==> config.mk <==
export PLATFORM = sky130hd
export DESIGN_NAME = keyboard_display_top
export DESIGN_NICKNAME = d
export VERILOG_FILES = /design/src/hdl/display_pkg.sv /design/src/hdl/ps2_pkg.sv /design/src/hdl/digit_scanner.sv /design/src/hdl/keyboard_display_top.sv /design/src/hdl/ps2_frame_receiver.sv /design/src/hdl/ps2_input_sync.sv /design/src/hdl/scan_code_history.sv /design/src/hdl/segment_decoder.sv
export SDC_FILE = /design/constraint.sdc
export NUM_CORES = 1
export LEC_CHECK = 0
export BUFFER_PORTS_ARGS = -buffer_cell sky130_fd_sc_hd__buf_4
export CAP_MARGIN = 5
export CORE_AREA = 5 5 128 130
export CTS_CLUSTER_SIZE = 8
export DETAILED_ROUTE_END_ITERATION = 16
export DIE_AREA = 0 0 133 135
export PLACE_DENSITY = 0.66
export SKIP_LAST_GASP = 1
export SLEW_MARGIN = 15
export SYNTH_ARGS = -nofsm -noshare
export SYNTH_HDL_FRONTEND = slang
export SYNTH_HIERARCHICAL = 1
export SYNTH_SLANG_ARGS = --single-unit
export TNS_END_PERCENT = 20
==> constraint.sdc <==
create_clock -name clk -period 2.9 [get_ports clk]
set_clock_uncertainty 0.15 [all_clocks]
set_input_delay 0.58 -clock clk [delete_from_list [all_inputs] [get_ports clk]]
set_output_delay 0.58 -clock clk [all_outputs]
set_load 0.01 [all_outputs]
==> src/hdl/display_pkg.sv <==
`default_nettype none

package display_pkg;

    // one digit per history nibble
    parameter int NUM_DIGITS = 8;

    typedef logic [3:0] nibble_t;

    // active low cathodes
    // bit 0 = a ... bit 6 = g, bit 7 = dp
    typedef logic [7:0] segment_t;

    // active low anodes, bit i drives digit i
    typedef logic [NUM_DIGITS-1:0] digit_enable_t;

    // blank pattern, every segment off
    parameter segment_t SEGMENTS_OFF = 8'hFF;

endpackage

`default_nettype wire

==> src/hdl/ps2_pkg.sv <==
`default_nettype none

package ps2_pkg;

    // number of make codes kept for the display
    parameter int HISTORY_DEPTH = 4;

    typedef logic [7:0] scan_code_t;

    // newest code in the low byte
    typedef logic [HISTORY_DEPTH*8-1:0] code_history_t;

    // prefix sent ahead of the code on key release
    parameter scan_code_t BREAK_PREFIX = 8'hF0;

endpackage

`default_nettype wire

==> src/hdl/digit_scanner.sv <==
`default_nettype none

module digit_scanner #(
    parameter int refresh_cycles = 100000
) (
    input  logic                       clk,
    input  logic                       reset,
    input  display_pkg::segment_t      digit_segments [display_pkg::NUM_DIGITS],
    output display_pkg::segment_t      segment_out,
    output display_pkg::digit_enable_t digit_enable
);

    localparam int cnt_w = (refresh_cycles > 1) ? $clog2(refresh_cycles) : 1;
    localparam int idx_w = $clog2(display_pkg::NUM_DIGITS);

    logic [cnt_w-1:0] refresh_cnt;
    logic [idx_w-1:0] digit_idx;

    always_ff @(posedge clk) begin
        if (reset) begin
            refresh_cnt  <= '0;
            digit_idx    <= '0;
            digit_enable <= ~display_pkg::digit_enable_t'(1);  // digit 0
        end else begin
            if (refresh_cnt == cnt_w'(refresh_cycles - 1)) begin
                refresh_cnt <= '0;
                digit_idx   <= digit_idx + 1'b1;  // wraps 7 -> 0
            end else begin
                refresh_cnt <= refresh_cnt + 1'b1;
            end
            digit_enable <= ~(display_pkg::digit_enable_t'(1) << digit_idx);
        end
    end

    // same index selects the pattern, so cathodes track the anode mask
    always_ff @(posedge clk) begin
        segment_out <= digit_segments[digit_idx];
    end

    a_one_anode_low: assert property (
        @(posedge clk) disable iff (reset) $onehot(~digit_enable)
    );

endmodule

`default_nettype wire

==> src/hdl/keyboard_display_top.sv <==
`default_nettype none

module keyboard_display_top #(
    parameter int refresh_cycles = 100000
) (
    input  logic                       clk,
    input  logic                       reset,
    input  logic                       ps2_clk,
    input  logic                       ps2_data,
    output display_pkg::segment_t      segment_out,
    output display_pkg::digit_enable_t digit_enable,
    output ps2_pkg::scan_code_t        led_scan_code
);

    logic                   sample_strobe;
    logic                   ps2_data_synced;
    ps2_pkg::scan_code_t    scan_code;
    logic                   scan_code_valid;
    ps2_pkg::code_history_t history;
    display_pkg::segment_t  digit_segments [display_pkg::NUM_DIGITS];

    ps2_input_sync u_input_sync (
        .clk             (clk),
        .reset           (reset),
        .ps2_clk         (ps2_clk),
        .ps2_data        (ps2_data),
        .sample_strobe   (sample_strobe),
        .ps2_data_synced (ps2_data_synced)
    );

    ps2_frame_receiver u_frame_receiver (
        .clk             (clk),
        .reset           (reset),
        .sample_strobe   (sample_strobe),
        .ps2_data_synced (ps2_data_synced),
        .scan_code       (scan_code),
        .scan_code_valid (scan_code_valid),
        .frame_error     ()
    );

    scan_code_history u_history (
        .clk             (clk),
        .reset           (reset),
        .scan_code       (scan_code),
        .scan_code_valid (scan_code_valid),
        .history         (history)
    );

    // digit i shows history nibble i
    for (genvar i = 0; i < display_pkg::NUM_DIGITS; i++) begin : u_decoder
        segment_decoder u_seg (
            .nibble   (history[4*i +: 4]),
            .segments (digit_segments[i])
        );
    end

    digit_scanner #(
        .refresh_cycles (refresh_cycles)
    ) u_scanner (
        .clk            (clk),
        .reset          (reset),
        .digit_segments (digit_segments),
        .segment_out    (segment_out),
        .digit_enable   (digit_enable)
    );

    assign led_scan_code = history[7:0];  // newest make code

endmodule

`default_nettype wire

==> src/hdl/ps2_frame_receiver.sv <==
`default_nettype none

module ps2_frame_receiver (
    input  logic               clk,
    input  logic               reset,
    input  logic               sample_strobe,
    input  logic               ps2_data_synced,
    output ps2_pkg::scan_code_t scan_code,
    output logic               scan_code_valid,
    output logic               frame_error
);

    typedef enum logic [1:0] {
        st_idle,
        st_data,
        st_parity,
        st_stop
    } state_t;

    state_t              state;
    logic [2:0]          bit_cnt;
    logic                parity_acc;   // xor of data and parity bits
    ps2_pkg::scan_code_t shift_reg;

    always_ff @(posedge clk) begin
        if (reset) begin
            state           <= st_idle;
            bit_cnt         <= '0;
            parity_acc      <= 1'b0;
            scan_code_valid <= 1'b0;
            frame_error     <= 1'b0;
        end else begin
            scan_code_valid <= 1'b0;
            frame_error     <= 1'b0;
            if (sample_strobe) begin
                case (state)
                    st_idle: begin
                        // a high start bit is just noise, stay put
                        if (!ps2_data_synced) begin
                            state      <= st_data;
                            bit_cnt    <= '0;
                            parity_acc <= 1'b0;
                        end
                    end
                    st_data: begin
                        parity_acc <= parity_acc ^ ps2_data_synced;
                        bit_cnt    <= bit_cnt + 3'd1;
                        if (bit_cnt == 3'd7)
                            state <= st_parity;
                    end
                    st_parity: begin
                        parity_acc <= parity_acc ^ ps2_data_synced;
                        state      <= st_stop;
                    end
                    st_stop: begin
                        // odd parity leaves the accumulator at 1
                        if (ps2_data_synced && parity_acc)
                            scan_code_valid <= 1'b1;
                        else
                            frame_error <= 1'b1;
                        state <= st_idle;
                    end
                    default: state <= st_idle;
                endcase
            end
        end
    end

    // lsb arrives first, so shift in from the top
    always_ff @(posedge clk) begin
        if (sample_strobe && state == st_data)
            shift_reg <= {ps2_data_synced, shift_reg[7:1]};
    end

    assign scan_code = shift_reg;

    a_valid_error_exclusive: assert property (
        @(posedge clk) disable iff (reset) !(scan_code_valid && frame_error)
    );

endmodule

`default_nettype wire

==> src/hdl/ps2_input_sync.sv <==
`default_nettype none

module ps2_input_sync (
    input  logic clk,
    input  logic reset,
    input  logic ps2_clk,
    input  logic ps2_data,
    output logic sample_strobe,
    output logic ps2_data_synced
);

    logic clk_meta;
    logic clk_sync;
    logic clk_prev;     // last synchronized ps2 clock level
    logic data_meta;
    logic data_sync;

    // both lines idle high on the bus
    always_ff @(posedge clk) begin
        if (reset) begin
            clk_meta        <= 1'b1;
            clk_sync        <= 1'b1;
            clk_prev        <= 1'b1;
            data_meta       <= 1'b1;
            data_sync       <= 1'b1;
            ps2_data_synced <= 1'b1;
            sample_strobe   <= 1'b0;
        end else begin
            clk_meta  <= ps2_clk;
            clk_sync  <= clk_meta;
            clk_prev  <= clk_sync;
            data_meta <= ps2_data;
            data_sync <= data_meta;

            // third data flop keeps the bit aligned with the strobe
            ps2_data_synced <= data_sync;

            sample_strobe <= clk_prev & ~clk_sync;  // high to low
        end
    end

endmodule

`default_nettype wire

==> src/hdl/scan_code_history.sv <==
`default_nettype none

module scan_code_history (
    input  logic                  clk,
    input  logic                  reset,
    input  ps2_pkg::scan_code_t   scan_code,
    input  logic                  scan_code_valid,
    output ps2_pkg::code_history_t history
);

    typedef enum logic {
        st_make,
        st_after_break
    } state_t;

    state_t state;

    always_ff @(posedge clk) begin
        if (reset) begin
            state   <= st_make;
            history <= '0;
        end else if (scan_code_valid) begin
            case (state)
                st_make: begin
                    if (scan_code == ps2_pkg::BREAK_PREFIX) begin
                        state <= st_after_break;   // prefix not stored
                    end else begin
                        // oldest byte drops off the top
                        history <= {history[$bits(history)-9:0], scan_code};
                    end
                end
                st_after_break: begin
                    // released key code, skip it
                    state <= st_make;
                end
                default: state <= st_make;
            endcase
        end
    end

    // only a received code may touch the history
    a_history_needs_code: assert property (
        @(posedge clk) disable iff (reset)
            !$past(scan_code_valid) |-> $stable(history)
    );

endmodule

`default_nettype wire

==> src/hdl/segment_decoder.sv <==
`default_nettype none

module segment_decoder (
    input  display_pkg::nibble_t  nibble,
    output display_pkg::segment_t segments
);

    // patterns are dp,g..a with a low bit lighting the segment
    always_comb begin
        case (nibble)
            4'h0: segments = 8'hC0;
            4'h1: segments = 8'hF9;
            4'h2: segments = 8'hA4;
            4'h3: segments = 8'hB0;
            4'h4: segments = 8'h99;
            4'h5: segments = 8'h92;
            4'h6: segments = 8'h82;
            4'h7: segments = 8'hF8;
            4'h8: segments = 8'h80;
            4'h9: segments = 8'h90;
            4'hA: segments = 8'h88;
            4'hB: segments = 8'h83;  // lower case b
            4'hC: segments = 8'hC6;
            4'hD: segments = 8'hA1;  // lower case d
            4'hE: segments = 8'h86;
            4'hF: segments = 8'h8E;
            default: segments = display_pkg::SEGMENTS_OFF;
        endcase
    end

endmodule

`default_nettype wire

==> impl_metrics.ini, run 1 <==
[logic_synthesis]
synthesis.area_mm2 = 0.006292
syn_nets = 712
avgSynthCellArea_um2 = 9.863
yosys_warnings = 6
synthesis.instances = 638

[pwr]
leakage_nw = 2.543
power.share.clock = 0.452
pwr-share-comb = 0.018
p_seq_frac = 0.529
p_per_area_mw_per_mm2 = 359.0
p_total_mw = 2.416
power_switching_mw = 0.5340
worst_ir_drop_vdd_uv = 418.7
intPower_mw = 1.882
swShare = 0.2210

[finish]
area_growth_pct = 6.960
multi_input_area_mm2 = 0.003969
final_common_cell = dfxtp_1
final_cell_mix = dfxtp_1, ha_1, nor2_1, mux2i_1, nand2_1
diodes = 0
seq_area_mm2 = 0.001902
final_nets = 711
n_fill_cell = 1410
fin_util = 0.4477
drive_gt1_frac = 0.1433

[worst_hold_path]
hold_depth = 1
hold_path.class = reg2reg

[placed_design]
portBuffers = 27
gp_congestion = 0.8746
dp_hpwl_um = 9664
dp_slack_ns = 0.5250

[global_routing]
grt_max_degree = 41
antenna_found_initial = 0
grt_pass1_vias = 4183
grt_usage = 0.1424
gr-total-overflow = 0
grt_pass1_wl_um = 20880

[die]
num_io_pins = 28
fp.coreArea_mm2 = 0.01503
die_height_um = 135
fp-row-count = 45
die_width_um = 133
initial_utilization = 0.4186
die_area_mm2 = 0.01796

[routing]
drt_iter0_markers = 251
ant_nets = 0
drcViolationCount = 0
drt-vias-per-instance = 5.275
vias = 4378
wl_per_cell_um = 15.38
dr.pass1.iters = 6
wl_um = 12770

[clock_network]
cts_setup_buffers = 0
ctsResizeCount = 0
cts_root_buffer = clkbuf_16
cts_made_buffers = 9
clk_pin_slew_worst_paths_ns = 0.07
cts_tree = done
clockBufferDepth = 2
htreeDepth = 3
clk_latency_ns = 0.34
hold_buffers = 0
clock-sinks = 91

[critical_path]
worstRegToRegCells = 7
critPathMaxStageDelay_ns = 0.50
critPathSlowestCell = dfxtp_1
end_kind = flip-flop
crit_required_ns = 2.99
crit_arrival_ns = 2.48
critical_path_class = reg2reg
startpoint_type = flip-flop
crit_fanout = 9
crit_path_cell_trace = inv_1 -> ha_1 -> inv_1 -> mux4_1 -> mux4_2 -> nand2_1 -> nand2_1

[sta]
finalWorstSetupSlack_ns = 0.5116
fin_crit_sh = 0.8236
rsz0062_at_grt = false
slew_headroom = 0.5557
setup-violations-final = 0
worst_pin_slew_ns = 0.6655
fmax_mhz = 418.7
hold_violations = 0
fin_setup_tns_ns = 0
final_max_slew_viol_count = 0
period_needed_ns = 2.388

[run_status]
status = complete, no violations

[run]
cap_viol_max_count = 0
cell type report:
type | instances | area share
Timing Repair Buffer | 31 | 0.03458
Clock buffer | 11 | 0.03458
Multi-Input combinational cell | 472 | 0.5897
Tap cell | 188 | 0.03495
Sequential cell | 91 | 0.2826
Clock inverter | 5 | 0.005763
Inverter | 32 | 0.01785
through the flow:
stage	area, um^2	cells	hold slack [ns]
final	6730	830	0.2528
after global routing	6730	830	0.2504
after CTS	6730	830	0.2485
after detailed placement	6459	814	0.2428
after global placement	6459	814	0.2402
after floorplan	6292	638	0.2332
layer usage:
layer | vias up | wire [um] | global-route usage
met4 | 0 | 308 | 0.05716
met1 | 2085 | 6107 | 0.1835
met2 | 69 | 5955 | 0.2325
met5 | - | 0 | 0
li1 | 2203 | - | -
met3 | 21 | 395 | 0.03130
final timing paths:
kind / endpoint / startpoint / slack, ns
setup / recovery: u_scanner/segment_out[3] / u_history/history[0] / 0.51
hold / removal: u_input_sync/data_sync / u_input_sync/data_meta / 0.25
setup reg to reg: u_scanner/segment_out[3] / u_history/history[0] / 0.51
hold reg to reg: u_input_sync/data_sync / u_input_sync/data_meta / 0.25
power groups by stage:
stage | Combinational [mW] | Sequential [mW] | Clock (mW)
finish | 0.0442 | 1.28 | 1.09
CTS | 0.0444 | 1.28 | 1.12
global placement | 0.0433 | 1.31 | 0
floorplan | 0.0407 | 1.31 | 0
global route | 0.0490 | 1.28 | 1.19
detailed placement | 0.0445 | 1.31 | 0
registers in the layout (all words and copies together) (netlist names):
signal	flops
u_input_sync/ps2_data_synced	1
u_input_sync/clk_prev	1
u_frame_receiver/scan_code	8
u_input_sync/data_meta	1
u_input_sync/data_sync	1
u_frame_receiver/parity_acc	1
u_frame_receiver/bit_cnt	3
u_scanner/digit_idx	3
u_frame_receiver/state	2
u_scanner/digit_enable	8
u_scanner/refresh_cnt	17
u_frame_receiver/scan_code_valid	1
u_input_sync/clk_sync	1
u_scanner/segment_out	8
u_input_sync/sample_strobe	1
u_history/state	1
u_input_sync/clk_meta	1
u_history/history	32
worst max-delay path: cells and delay by family, from the launching register on:
family | cells | cell delay [ns]
muxes | 2 | 0.98
buffers and inverters | 2 | 0.20
and+or+nand+nor | 2 | 0.15
DFF | 1 | 0.50
adders and majority gates | 1 | 0.30
(Power assumes the default switching activity.)
==> inputs of run 2 (changes only) <==
--- a/config.mk
+++ b/config.mk
@@ -5,13 +5,14 @@
 export SDC_FILE = /design/constraint.sdc
 export NUM_CORES = 1
 export LEC_CHECK = 0
+export ABC_AREA = 1
 export BUFFER_PORTS_ARGS = -buffer_cell sky130_fd_sc_hd__buf_4
 export CAP_MARGIN = 5
-export CORE_AREA = 5 5 128 130
+export CORE_AREA = 5 5 133 135
 export CTS_CLUSTER_SIZE = 8
 export DETAILED_ROUTE_END_ITERATION = 16
-export DIE_AREA = 0 0 133 135
-export PLACE_DENSITY = 0.66
+export DIE_AREA = 0 0 138 140
+export PLACE_DENSITY = 0.68
 export SKIP_LAST_GASP = 1
 export SLEW_MARGIN = 15
 export SYNTH_ARGS = -nofsm -noshare
==> constraint.sdc (replaced) <==
create_clock -name clk -period 2.1 [get_ports clk]
set_clock_uncertainty 0.15 [all_clocks]
set_input_delay 0.42 -clock clk [delete_from_list [all_inputs] [get_ports clk]]
set_output_delay 0.42 -clock clk [all_outputs]
set_load 0.01 [all_outputs]
==> impl_metrics.ini, run 2 <==
[critical_path]
crit_fanout = 8
crit_required_ns = 2.20
end_kind = flip-flop
r2r-end = u_scanner/segment_out[0]
crit_arrival_ns = 1.94
startpoint_type = flip-flop
r2r_slack_ns = 0.26
reg2reg_from = u_history/history[4]
worstRegToRegCells = 10
critical_path_class = reg2reg

[clock_network]
hold_buffers = 0
cts_root_buffer = clkbuf_16
clock-sinks = 91
htreeDepth = 3
cts_made_buffers = 9
clk_pin_slew_worst_paths_ns = 0.07
clockBufferDepth = 2
cts_tree = done
clk_latency_ns = 0.35
ctsResizeCount = 0
cts_setup_buffers = 0

[finish]
regMostFlops = u_history/history
area_growth_pct = 7.661
final_cell_mix = nand2_1, inv_1, nand3_1, nor2_1, dfxtp_1
reg_top3 = u_history/history (32), u_scanner/refresh_cnt (17)
design_area_mm2 = 0.007385
final_nets = 1103
diodes = 0
drive_gt1_frac = 0.1191
largest_reg_flops = 32
instances_no_fill = 1253
final_common_cell = nand2_1
fin_util = 0.4517

[logic_synthesis]
syn_nets = 1102
avgSynthCellArea_um2 = 6.672
synthesis.instances = 1028
yosys_warnings = 6
synthesis.area_mm2 = 0.006859

[placed_design]
dpl_cell_area_mm2 = 0.007091
placedCellCount = 1238
dp_hpwl_um = 10300
dp_slack_ns = 0.2824
gp_congestion = 0.9073
portBuffers = 27

[global_routing]
grt_pass1_vias = 5191
grt_usage = 0.1445
antenna_found_initial = 0
gr-total-overflow = 0
grt_max_degree = 66
grt_pass1_wl_um = 23870

[die]
num_io_pins = 28
initial_utilization = 0.4196
fp.coreArea_mm2 = 0.01635
die_width_um = 138
die_height_um = 140
die_area_mm2 = 0.01932
fp-row-count = 47

[pwr]
leakage_nw = 3.365
p_total_mw = 3.478
p_per_area_mw_per_mm2 = 471.0
worst_ir_drop_vdd_uv = 392.6

[run_status]
status = complete, no violations

[sta]
worst_pin_slew_ns = 0.5147
fmax_mhz = 543.7
setup-violations-final = 0
fin_setup_tns_ns = 0
finalWorstSetupSlack_ns = 0.2606
hold_violations = 0
slew_headroom = 0.6565
period_needed_ns = 1.839
fin_crit_sh = 0.8759
holdWs_ns = 0.09622
rsz0062_at_grt = false
final_max_slew_viol_count = 0

[run]
cap_viol_max_count = 0

[routing]
wl_um = 14070
drt-vias-per-instance = 4.832
ant_nets = 0
dr.pass1.iters = 5
wl_per_cell_um = 11.23
drt_iter0_markers = 419
drcViolationCount = 0
vias = 6054

[worst_hold_path]
hold_path_end = u_input_sync/clk_meta
min_from = ps2_clk
hold_depth = 2
hold_path.class = in2reg
[run 2: report_power, final]
group	switching (mW)	internal (mW)	total (mW)
clock	0.687	0.949	1.64
sequential	0.00705	1.76	1.77
combinational	0.0502	0.0271	0.0772
total	0.744	2.73	3.48
[run 2: worst max-delay path, stage by stage (launching register included)]
cell	delay (ns)
dfxtp_1	0.50
inv_1	0.17
ha_1	0.25
inv_1	0.05
nand2_1	0.04
nand3_1	0.07
nand2_1	0.06
o21ai_0	0.18
o22ai_1	0.10
nand2_1	0.09
nand2_1	0.06
[run 2: layout make-up]
type,instances,area (um^2)
clock inverters,4,51.30
well taps,220,275.3
fillers,1735,8964
inverters,131,491.7
multi-input cells,752,4066
flip-flops and latches,91,1902
repair buffers,44,355.3
clock buffers,11,242.7
[run 2: worst max-delay path by stage]
stage	from	to	cells after the start
after floorplan	u_history/history[5]	u_scanner/segment_out[3]	9
after CTS	u_history/history[4]	u_scanner/segment_out[3]	9
after detailed placement	u_history/history[4]	u_scanner/segment_out[3]	9
after global placement	u_history/history[4]	u_scanner/segment_out[3]	9
after global routing	u_history/history[4]	u_scanner/segment_out[0]	10
final	u_history/history[4]	u_scanner/segment_out[0]	10
[run 2: per-layer routing]
layer / share of wire / global-route usage / up-vias
met5: 0 / 0 / -
li1: - / - / 3231
met1: 0.50 / 0.1954 / 2719
met2: 0.45 / 0.2351 / 87
met3: 0.025 / 0.02079 / 17
met4: 0.018 / 0.05356 / 0
==> inputs of run 3 (changes only) <==
--- a/config.mk
+++ b/config.mk
@@ -13,6 +13,7 @@
 export DETAILED_ROUTE_END_ITERATION = 16
 export DIE_AREA = 0 0 138 140
 export PLACE_DENSITY = 0.68
+export RECOVER_POWER = 25
 export SKIP_LAST_GASP = 1
 export SLEW_MARGIN = 15
 export SYNTH_ARGS = -nofsm -noshare
==> impl_metrics.ini, run 3 (same netlist as run 2, synthesis figures left out) <==
[finish]
regMostFlops = u_history/history
drive_gt1_frac = 0.1104
final_common_cell = nand2_1
final_nets = 1103
reg_top3 = u_history/history (32), u_scanner/refresh_cnt (17)
diodes = 0
largest_reg_flops = 32
area_growth_pct = 6.987
n_fill_cell = 1741
seq_area_mm2 = 0.001902
final_cell_mix = nand2_1, inv_1, nand3_1, nor2_1, dfxtp_1
multi_input_area_mm2 = 0.004066

[sta]
hold_violations = 0
fmax_mhz = 542.6
holdWs_ns = 0.09597
final_max_slew_viol_count = 0
setup-violations-final = 0
fin_crit_sh = 0.8776
period_needed_ns = 1.843
rsz0062_at_grt = false
fin_setup_tns_ns = 0
finalWorstSetupSlack_ns = 0.2570
slew_headroom = 0.4599
worst_pin_slew_ns = 0.8101

[critical_path]
r2r_slack_ns = 0.26
crit_arrival_ns = 1.93
end_kind = flip-flop
critical_path_class = reg2reg
worstRegToRegCells = 9
crit_required_ns = 2.19
startpoint_type = flip-flop
r2r-end = u_scanner/segment_out[3]
reg2reg_from = u_history/history[4]
crit_fanout = 8

[clock_network]
cts_setup_buffers = 0
clk_latency_ns = 0.35
htreeDepth = 3
clockBufferDepth = 2
cts_root_buffer = clkbuf_16
cts_made_buffers = 9
clock-sinks = 91
ctsResizeCount = 0
cts_tree = done
hold_buffers = 0
clk_pin_slew_worst_paths_ns = 0.06

[worst_hold_path]
min_from = ps2_clk
hold_path_end = u_input_sync/clk_meta
hold_depth = 2
hold_path.class = in2reg

[global_routing]
grt_usage = 0.1445
grt_pass1_wl_um = 23870
gr-total-overflow = 0
grt_max_degree = 66
grt_pass1_vias = 5191
antenna_found_initial = 0

[routing]
drcViolationCount = 0
vias = 6028
dr.pass1.iters = 5
wl_per_cell_um = 11.21
wl_um = 14050
drt_iter0_markers = 416
drt-vias-per-instance = 4.811
ant_nets = 0

[pwr]
worst_ir_drop_vdd_uv = 392.8
leakage_nw = 3.333
p_per_area_mw_per_mm2 = 473.6

[die]
die_height_um = 140
die_area_mm2 = 0.01932
fp.coreArea_mm2 = 0.01635
fp-row-count = 47
num_io_pins = 28
initial_utilization = 0.4196
die_width_um = 138

[placed_design]
portBuffers = 27
dp_slack_ns = 0.2824
gp_congestion = 0.9073
dp_hpwl_um = 10300

[run]
cap_viol_max_count = 0

[run_status]
status = complete, no violations
run 3: cell types whose count changed in the layout (fill, tap and decap cells not counted):
cell,previous run,this run
clkbuf_4,0,1
clkbuf_1,1,10
buf_4,42,33
buf_12,2,1
run 3: worst max path at each step:
| stage | start | endpoint | slack, ns | cells past startpoint |
|---|---|---|---|---|
| final | u_history/history[4] | u_scanner/segment_out[3] | 0.26 | 9 |
| after global placement | u_history/history[4] | u_scanner/segment_out[3] | 0.30 | 9 |
| after global routing | u_history/history[4] | u_scanner/segment_out[0] | 0.09 | 10 |
| after floorplan | u_history/history[5] | u_scanner/segment_out[3] | 0.45 | 9 |
| after CTS | u_history/history[4] | u_scanner/segment_out[3] | 0.27 | 9 |
| after detailed placement | u_history/history[4] | u_scanner/segment_out[3] | 0.28 | 9 |
run 3: stage by stage:
step | utilization | area, um^2 | cells | total power, mW
after floorplan | - | 6859 | 1028 | 1.875
after global placement | 0.4337 | 7091 | 1238 | 1.883
after detailed placement | 0.4337 | 7091 | 1238 | 1.883
after CTS | 0.4517 | 7385 | 1253 | 3.541
after global routing | 0.4489 | 7338 | 1253 | 3.614
final | 0.4489 | 7338 | 1253 | 3.476
run 3: final cells by class:
cell class / instances / area share
multi-input combinational: 752 / 0.5541
sequential: 91 / 0.2592
inverter: 131 / 0.06701
timing repair buffer: 44 / 0.04211
tap: 220 / 0.03751
clock buffer: 11 / 0.03308
clock inverter: 4 / 0.006991
run 3: routing by layer:
layer	track usage	vias up	wire length (um)
met5	0	-	0
met4	0.05356	0	260
met3	0.02079	17	377
met2	0.2351	93	6352
met1	0.1954	2693	7057
li1	-	3225	-
run 3: critical path, cell delays in order, from the launching register on:
cell     delay, ns
dfxtp_1       0.50
inv_1         0.18
ha_1          0.34
nand2_1       0.05
nand3_1       0.07
nand2_1       0.06
o21ai_0       0.16
o22ai_1       0.10
nand2_1       0.08
nand2_1       0.06
run 3: power breakdown:
group | switching [mW] | internal [mW] | leakage, nW
sequential | 0.00705 | 1.76 | 0.743
combinational | 0.0499 | 0.0254 | 2.45
clock | 0.686 | 0.949 | 0.142
total | 0.743 | 2.73 | 3.33
